===== src/verilog/axi_xbar_pkg.sv =====
// AXI4 write crossbar package with sizes, address map and channel payload types
package axi_xbar_pkg;

    localparam int S_COUNT = 2;
    localparam int M_COUNT = 2;
    localparam int ADDR_W = 32;
    localparam int DATA_W = 32;
    localparam int STRB_W = 4;
    localparam int S_ID_W = 4;
    // Master side carries the slave index above the original ID
    localparam int M_ID_W = S_ID_W + 1;
    localparam int M_ISSUE = 4;
    localparam int REGION_W = 16;

    typedef logic [ADDR_W-1:0] addr_t;
    typedef logic [DATA_W-1:0] data_t;
    typedef logic [STRB_W-1:0] strb_t;
    typedef logic [S_ID_W-1:0] s_id_t;
    typedef logic [M_ID_W-1:0] m_id_t;
    typedef logic [7:0]        len_t;
    typedef logic [1:0]        resp_t;
    typedef logic [0:0]        s_sel_t;
    typedef logic [0:0]        m_sel_t;

    // One 64 KiB region per master, anything outside is a decode error
    localparam addr_t M_BASE [M_COUNT] = '{32'h0000_0000, 32'h0001_0000};

    localparam resp_t RESP_OKAY = 2'b00;
    localparam resp_t RESP_DECERR = 2'b11;

    typedef struct packed {
        s_id_t id;
        addr_t addr;
        len_t  len;
    } s_aw_t;

    typedef struct packed {
        m_id_t id;
        addr_t addr;
        len_t  len;
    } m_aw_t;

    typedef struct packed {
        data_t data;
        strb_t strb;
        logic  last;
    } w_beat_t;

    typedef struct packed {
        s_id_t id;
        resp_t resp;
    } s_b_t;

    typedef struct packed {
        m_id_t id;
        resp_t resp;
    } m_b_t;

    typedef enum logic [1:0] {
        CMD_IDLE,
        CMD_ADDR,
        CMD_DATA
    } cmd_state_t;

endpackage

===== src/verilog/xbar_slave_port.sv =====
// Slave port block: address decode, W steering, decode-error responder, B arbitration
`timescale 1ns/1ps

module xbar_slave_port #(
    parameter int S_INDEX = 0
) (
    input  logic                                clk,
    input  logic                                rst,
    input  axi_xbar_pkg::s_aw_t                 s_aw,
    input  logic                                s_awvalid,
    output logic                                s_awready,
    input  axi_xbar_pkg::w_beat_t               s_w,
    input  logic                                s_wvalid,
    output logic                                s_wready,
    output axi_xbar_pkg::s_b_t                  s_b,
    output logic                                s_bvalid,
    input  logic                                s_bready,
    output logic [axi_xbar_pkg::M_COUNT-1:0]    aw_req,
    input  logic [axi_xbar_pkg::M_COUNT-1:0]    aw_gnt,
    output logic [axi_xbar_pkg::M_COUNT-1:0]    w_req,
    input  logic [axi_xbar_pkg::M_COUNT-1:0]    w_gnt,
    input  axi_xbar_pkg::m_b_t                  b_in [axi_xbar_pkg::M_COUNT],
    input  logic [axi_xbar_pkg::M_COUNT-1:0]    b_req,
    output logic [axi_xbar_pkg::M_COUNT-1:0]    b_ack
);
    import axi_xbar_pkg::*;

    // Masters plus the local decode-error responder
    localparam int B_PORTS = M_COUNT + 1;
    localparam int B_IDX_W = $clog2(B_PORTS);

    cmd_state_t         state;
    m_sel_t             dec_sel;
    logic               dec_hit;
    m_sel_t             sel;
    logic               drop;
    logic               err_valid;
    s_id_t              err_id;
    logic               aw_hs;
    logic               w_last_hs;
    logic [B_PORTS-1:0] b_valid_all;
    logic [B_PORTS-1:0] b_arb_req;
    logic [B_PORTS-1:0] b_arb_ack;
    logic [B_PORTS-1:0] b_grant;
    logic               b_grant_valid;
    logic [B_IDX_W-1:0] b_index;

    always_comb begin
        dec_sel = '0;
        dec_hit = 1'b0;
        for (int m = 0; m < M_COUNT; m++) begin
            if (s_aw.addr[ADDR_W-1:REGION_W] == M_BASE[m][ADDR_W-1:REGION_W]) begin
                dec_sel = m_sel_t'(m);
                dec_hit = 1'b1;
            end
        end
    end

    // A dropped command is taken here without waiting on any master
    assign s_awready = (state == CMD_ADDR) && (drop || aw_gnt[sel]);
    assign s_wready = (state == CMD_DATA) && (drop || w_gnt[sel]);
    assign aw_hs = s_awvalid && s_awready;
    assign w_last_hs = s_wvalid && s_wready && s_w.last;

    always_comb begin
        aw_req = '0;
        w_req = '0;
        aw_req[sel] = (state == CMD_ADDR) && !drop;
        w_req[sel] = (state == CMD_DATA) && !drop && s_wvalid;
    end

    always_ff @(posedge clk) begin
        if (rst) begin
            state <= CMD_IDLE;
            err_valid <= 1'b0;
        end else begin
            case (state)
                CMD_IDLE: begin
                    // Pending error response blocks the next command
                    if (s_awvalid && !err_valid) begin
                        state <= CMD_ADDR;
                    end
                end
                CMD_ADDR: begin
                    if (aw_hs) begin
                        state <= CMD_DATA;
                    end
                end
                CMD_DATA: begin
                    if (w_last_hs) begin
                        state <= CMD_IDLE;
                        err_valid <= drop;
                    end
                end
                default: state <= CMD_IDLE;
            endcase
            if (b_arb_ack[M_COUNT]) begin
                err_valid <= 1'b0;
            end
        end
    end

    always_ff @(posedge clk) begin
        if (state == CMD_IDLE) begin
            sel <= dec_sel;
            drop <= !dec_hit;
        end
        if (aw_hs) begin
            err_id <= s_aw.id;
        end
    end

    // Master requests arrive already steered by the top ID bit
    assign b_valid_all = {err_valid, b_req};

    assign b_arb_req = b_valid_all & ~b_grant;
    assign b_arb_ack = b_grant & b_valid_all & {B_PORTS{s_bready}};
    assign b_ack = b_arb_ack[M_COUNT-1:0];

    rr_arbiter #(.PORTS(B_PORTS)) u_b_arb (
        .clk(clk), .rst(rst), .req(b_arb_req), .ack(b_arb_ack), .grant(b_grant),
        .grant_valid(b_grant_valid), .grant_index(b_index)
    );

    always_comb begin
        if (b_index == B_IDX_W'(M_COUNT)) begin
            s_b = '{id: err_id, resp: RESP_DECERR};
        end else begin
            // Slave index bit is stripped off the returned ID
            s_b = '{id: b_in[m_sel_t'(b_index)].id[S_ID_W-1:0],
                    resp: b_in[m_sel_t'(b_index)].resp};
        end
        s_bvalid = b_grant_valid && b_valid_all[b_index];
    end

endmodule


===== src/verilog/rr_arbiter.sv =====
// Round-robin arbiter with a registered one-hot grant held until acknowledged
`timescale 1ns/1ps

module rr_arbiter #(
    parameter int PORTS = 2
) (
    input  logic                       clk,
    input  logic                       rst,
    input  logic [PORTS-1:0]           req,
    input  logic [PORTS-1:0]           ack,
    output logic [PORTS-1:0]           grant,
    output logic                       grant_valid,
    output logic [$clog2(PORTS)-1:0]   grant_index
);

    localparam int IDX_W = $clog2(PORTS);

    logic [PORTS-1:0] pick;
    logic [IDX_W-1:0] pick_index;
    logic             pick_found;

    // Search starts one past the last winner
    always_comb begin
        int cand;
        pick = '0;
        pick_index = '0;
        pick_found = 1'b0;
        for (int i = 1; i <= PORTS; i++) begin
            cand = (int'(grant_index) + i) % PORTS;
            if (!pick_found && req[cand]) begin
                pick[cand] = 1'b1;
                pick_index = IDX_W'(cand);
                pick_found = 1'b1;
            end
        end
    end

    always_ff @(posedge clk) begin
        if (rst) begin
            grant <= '0;
            grant_index <= IDX_W'(PORTS - 1);
        end else if (!grant_valid || (grant & ack) != '0) begin
            grant <= pick;
            // Index keeps the last winner once the grant drops
            if (pick_found) begin
                grant_index <= pick_index;
            end
        end
    end

    assign grant_valid = |grant;

endmodule


===== config.mk =====
export PLATFORM = sky130hd
export DESIGN_NAME = xbar_slave_port
export DESIGN_NICKNAME = d
export VERILOG_FILES = /design/src/verilog/axi_xbar_pkg.sv /design/src/verilog/xbar_slave_port.sv /design/src/verilog/rr_arbiter.sv
export SDC_FILE = /design/constraint.sdc
export NUM_CORES = 1
export LEC_CHECK = 0
export BUFFER_PORTS_ARGS = -buffer_cell sky130_fd_sc_hd__buf_2
export CAP_MARGIN = 0
export CORE_MARGIN = 5
export CORE_UTILIZATION = 35
export CTS_CLUSTER_SIZE = 25
export DETAILED_ROUTE_END_ITERATION = 6
export HOLD_SLACK_MARGIN = 0.02
export PLACE_DENSITY = 0.81
export SLEW_MARGIN = 40
export SYNTH_ARGS = -nofsm -noshare
export SYNTH_HDL_FRONTEND = slang
export SYNTH_SLANG_ARGS = --single-unit

===== constraint.sdc =====
create_clock -name clk -period 3 [get_ports clk]
set_input_delay 0 -clock clk [delete_from_list [all_inputs] [get_ports clk]]
set_output_delay 0 -clock clk [all_outputs]
set_load 0.01 [all_outputs]

Yosys cells after proc, flatten, opt, wreduce, memory -nomap -nowiden:

Index checks and enable logic that the tools add are counted.

* memory bits (read-only): 0
* logic and storage cells: 116
* bits in latches: 0
* memories kept: 0
* output and inout bits: 15
* bits in registers: 14
* input port bits: 106
* bits in writable memories: 0

* add/subtract/negate cells: 3
* div/mod/pow operators: 3
* bitwise operators: 10
* multiply operators: 0
* mux-type cells: 43
* reduce and logical (&&, ||, !) cells: 33
* shifts and indexed selects: 0
* eq/ne operators: 7
* order comparisons: 10

Operator list (count)
* $ge 32x1->1 const B: 3
* $lt 32x4->1 const B: 3
* $mod 32x3->32 const B: 3
* $mux 6: 4
* $mux 1: 21
* $eq 16x1->1 const B: 1
* $logic_and 1x1->1: 16
* $logic_not 16->1: 1
* $and 3x3->3: 4
* $mux 2: 6
* $mux 3: 3
* $bmux 1 s2: 4
* $add 2x2->3 const B: 2
* $demux 1 s2: 3
* $logic_not 1->1: 6
* $ne 2x2->1 const B: 3
* $or 3x3->3: 2
* $pmux 2 s3: 1
* $and 2x2->2: 2
* $eq 2x2->1 const B: 2
* $reduce_and 2->1: 2
* $add 2x1->3 const B: 1
* $logic_or 1x1->1: 3
* $lt 2x3->1 const B: 1
* 12 further kinds: 12

Logic depth before layout (Yosys ltp):

* depth after elaboration: 13
* mapped depth: 8
* gate-level depth less buffers: 7

Hierarchy:

Synthesis repeated with hierarchy kept, for this count alone.

* cells, all modules: 143
* area total of the unflattened synthesis: 1178.6 µm²

Modules (own cells, without submodules)
* xbar_slave_port: cells an instance 76, instances 1, sequential area each 240.2 µm², area each 644.4 µm²
* rr_arbiter: cells an instance 67, instances 1, sequential area each 100.1 µm², area each 534.3 µm²

Worst setup path before layout:

Ideal clock, no wire load.

* kind: register to register
* start point: register u_b_arb.grant_index[0]
* end point: register u_b_arb.grant[0]
* stages on the path, launching flop included: 9
* path slack: 0.601 ns
* required time: 2.880 ns
* clock period less this slack: 2.399 ns
* buffers on the path: 2
* setup time: 0.120 ns
* arrival time: 2.280 ns
* cells stage by stage: dfxtp_1 clkbuf_1 inv_1 ha_1 clkbuf_1 o21ai_0 o31ai_1 mux2_2 o31a_1

* cells in the longest elaborated chain, start to end: 12
* elaborated cells between the ends (all ways): 41
* those cells by class: 3 x add/sub; 3 x div; 6 x order compare; 20 x mux; 2 x bitwise; 7 x reduce/logical

RTL lines
* start: declaration: RTL line rr_arbiter.sv:13 `output logic [$clog2(PORTS)-1:0] grant_index`
* start signal: assignment: RTL line rr_arbiter.sv:41 `grant_index <= IDX_W'(PORTS - 1);`
* start signal: assignment: RTL line rr_arbiter.sv:46 `grant_index <= pick_index;`
* branches (longest 11 deep; another with $mod 32x3->32)
* $mux 3 (*): RTL line rr_arbiter.sv:30 `if (!pick_found && req[cand]) begin`
* end signal: assignment: RTL line rr_arbiter.sv:43 `grant <= pick;`
* end: declaration: RTL line rr_arbiter.sv:11 `output logic [PORTS-1:0] grant,`

Every way passes the cells marked *. The select of a mux whose other input is x is not followed.
A chain may end at the register's enable or synchronous reset.

Final worst setup path:

Ends and elaborated chain as after synthesis.

==> flow_metrics.py <==
metrics = {
    "global_route": {
        "via_count_of_the_first_global_routing_pass": 1197,
        "grtUsageTotal": 0.140,
        "largest_net_degree_at_the_start_of_global_routing": 14,
        "grt_antenna_before_repair": 0,
        "grt_remaining_overflow": 0,
        "grt_first_pass_wirelength_mm": 4.96,
    },
    "setup_path": {
        "worstSetupPathDepth": 6,
        "worst_path_max_delay_cell": "sky130_fd_sc_hd__dfxtp_1",
        "cpLargestDelayFamily": "flip-flops",
        "timing.critical_path.fanout_max": 13,
        "reg2reg_from": "u_b_arb.grant_index[0]",
        "path_cells": "inv_1 > ha_1 > and3_4 > o311a_1 > mux2_2 > o31a_1",
        "critical_path.n_buffers_inverters": 1,
        "ff2ff_path_depth": 6,
        "path_class": "flip-flop to flip-flop",
        "crit_start": "u_b_arb.grant_index[0]",
        "critical_path_required_ps": 3170,
        "timing_endpoint_of_the_critical_path": "u_b_arb.grant[0]",
        "cpPeakStageDelay_ps": 650,
        "critPathCaptureType": "flip-flop",
        "timing.critical_path.arrival_ps": 2610,
        "setup.worst_path.start_class": "flip-flop",
        "r2r_slack_ps": 550,
        "rr_endpoint": "u_b_arb.grant[0]",
    },
    "job": {
        "drv.max_cap_violation_count": 0,
    },
    "clock_tree": {
        "cts_inserted_buffers": 3,
        "post_cts.resized_instances": 0,
        "clock_insertion_delay_at_the_later_pin_of_the_skew_report_ps": 270,
        "ctsRootBufferMaster": "sky130_fd_sc_hd__clkbuf_4",
        "h-tree-depth": 1,
        "cts.sink_count": 14,
        "cts-root-to-sink-buffers": 2,
        "cts.clk_slew.worst_paths_ps": 80,
        "tritoncts": "built",
    },
    "synthesis": {
        "ys_warn_count": 0,
        "synth-edff-count": 6,
        "post_synthesis_net_count": 239,
        "synth_async_sr_flop_share": 0,
        "synth_area_um2": 1140,
        "dominantRegCellSynth": "sky130_fd_sc_hd__dfxtp_1",
        "ys_types": 47,
        "synth_cells": 129,
        "ys_seq_area_frac": 0.299,
        "postSynthRegisterBits": 14,
        "avgSynthCellArea_um2": 8.83,
    },
    "floorplanning": {
        "core_region_area_um2": 3080,
        "initial_cell_density_of_the_core": 0.370,
        "die_h_um": 67.0,
        "die_width_um": 67.0,
        "design.die.area_um2": 4490,
        "io-pin-count": 121,
        "rows": 20,
    },
    "hold_path": {
        "hold_path.class": "primary input to flip-flop",
    },
    "route": {
        "drt_pre_antenna_iters": 6,
        "drt-wirelength-per-cell_um": 12.7,
        "ant_nets": 0,
        "routed_via_density": 5.15,
        "route.detailed.drc": 0,
        "num_vias": 1226,
        "finalWirelength_mm": 3.02,
        "drt_iter0_drc": 25,
    },
    "timing": {
        "fin_crit_ps": 2450,
        "hold_viol": 0,
        "worst_slew_pin_slew_ps": 511,
        "hold_slack_ps": 26.1,
        "fmax_mhz": 409,
        "timing.final.setup_violations": 0,
        "fin_skew_ps": 1.78,
        "layout_worst_path_cycle_share": 0.815,
        "finalSetupTns_ps": 0,
        "final_worst_setup_slack_ps": 554,
        "max-slew-margin-rel": 0.659,
        "slew_viol_final": 0,
        "rsz0062_at_grt": "false",
    },
    "power_and_ir_drop": {
        "p_sw_mw": 0.454,
        "peak_ir_drop_on_the_vdd_network_uv": 233,
        "share_clk_of_total_power": 0.102,
        "cellInternalPower_mw": 0.579,
        "leakage_nw": 0.717,
        "fin_total_pwr_mw": 1.03,
        "proportion_of_power_drawn_by_flip_flops_and_latches": 0.282,
        "power.density_nw_per_um2": 660,
        "share_comb_of_total_power": 0.617,
        "power.share.switching": 0.440,
    },
    "finish": {
        "mostFrequentLayoutCells": "58 x sky130_fd_sc_hd__buf_2, 9 x sky130_fd_sc_hd__nor2_1",
        "final_layout_size_suffix_gt1_frac": 0.376,
        "layout_commonest_cell": "sky130_fd_sc_hd__buf_2",
        "final-instance-count-excl-fill": 238,
        "layout.core_utilization": 0.509,
        "design_area_um2": 1570,
        "post_synthesis_to_final_layout_area_growth_pct": 37.5,
        "diodes": 0,
        "net_count_of_the_finished_layout": 305,
    },
    "placed_design": {
        "io_buffer_count": 58,
        "gp_congestion": 0.807,
        "detailedPlace.worstSlack_ps": 561,
        "dp.final_hpwl_mm": 2.49,
        "dp_cells": 227,
        "detailed_place.area_um2": 1470,
    },
    "run_status": {
        "result_of_the_run": "complete, no violations",
    },
}
-- worst min path at each step --
stage                     slack (ps)  cells after the start   endpoint       from
after floorplan                  100                      0  err_id[0]   s_aw[40]
after global placement           180                      1  err_id[3]   s_aw[43]
after detailed placement         180                      1  err_id[1]   s_aw[41]
after CTS                         20                      3   state[0]  s_awvalid
after global routing              40                      3   state[1]  s_awvalid
final                             30                      3       drop   s_aw[30]
-- power groups by stage --
stage | sequential (mW) | clock (mW) | combinational (mW)
after global placement | 0.294 | 0 | 0.619
after global routing | 0.298 | 0.121 | 0.706
after detailed placement | 0.295 | 0 | 0.631
final | 0.291 | 0.105 | 0.637
after CTS | 0.290 | 0.112 | 0.640
after floorplan | 0.270 | 0 | 0.497
-- cell families (layout without fill, tap and decap cells) --
group | after synthesis | after routing | synth area share
simple gates | 51 | 51 | 0.259
compound gates | 40 | 40 | 0.282
flops | 14 | 14 | 0.299
buf+inv | 12 | 77 | 0.0429
mux | 8 | 8 | 0.0725
fa+ha+maj | 4 | 4 | 0.0440
-- layout make-up --
type,count,area (µm²)
timing repair buffer,66,368
inverter,7,26.3
clock buffer,3,22.5
clock inverter,1,3.75
fill,313,1510
sequential,14,340
tap,44,55.1
multi-input combinational,103,749
-- timing repair --
| item | CTS | global route |
|---|---|---|
| buffers inserted | 0 | 0 |
| hold buffers | 7 | 0 |
| hold endpoints to repair | 11 | 0 |
-- synthesized netlist by cell type, types with 4 or more instances --
cell type | number | area share
sky130_fd_sc_hd__edfxtp_1 | 6 | 0.16
sky130_fd_sc_hd__o21ai_0 | 8 | 0.035
sky130_fd_sc_hd__nand2b_1 | 4 | 0.022
sky130_fd_sc_hd__dfxtp_1 | 8 | 0.14
sky130_fd_sc_hd__nor2b_1 | 5 | 0.027
sky130_fd_sc_hd__inv_1 | 7 | 0.023
sky130_fd_sc_hd__nand2_1 | 8 | 0.026
sky130_fd_sc_hd__a21oi_1 | 8 | 0.035
sky130_fd_sc_hd__nor2_1 | 9 | 0.030
sky130_fd_sc_hd__mux2i_1 | 6 | 0.053
sky130_fd_sc_hd__nor3_1 | 6 | 0.026
sky130_fd_sc_hd__ha_1 | 4 | 0.044
-- routing by layer --
layer	GRT usage	up-vias	wire [µm]	part of all wire
met2	0.245	54	1520	0.50
met4	0.0582	0	54	0.018
met5	0	-	0	0
met1	0.161	547	1260	0.42
li1	-	617	-	-
met3	0.0287	8	193	0.064
-- worst min-delay path, stage by stage --
cell                      delay (ps)
sky130_fd_sc_hd__buf_2            70
sky130_fd_sc_hd__nor4_1           30
sky130_fd_sc_hd__nand4_1          80
-- state kept, by name (all words and copies together) (netlist names) --
name / flops
err_id: 4
u_b_arb.grant: 3
state: 2
u_b_arb.grant_index: 2
drop: 1
err_valid: 1
sel: 1
Power figures use the tool's default switching activity.
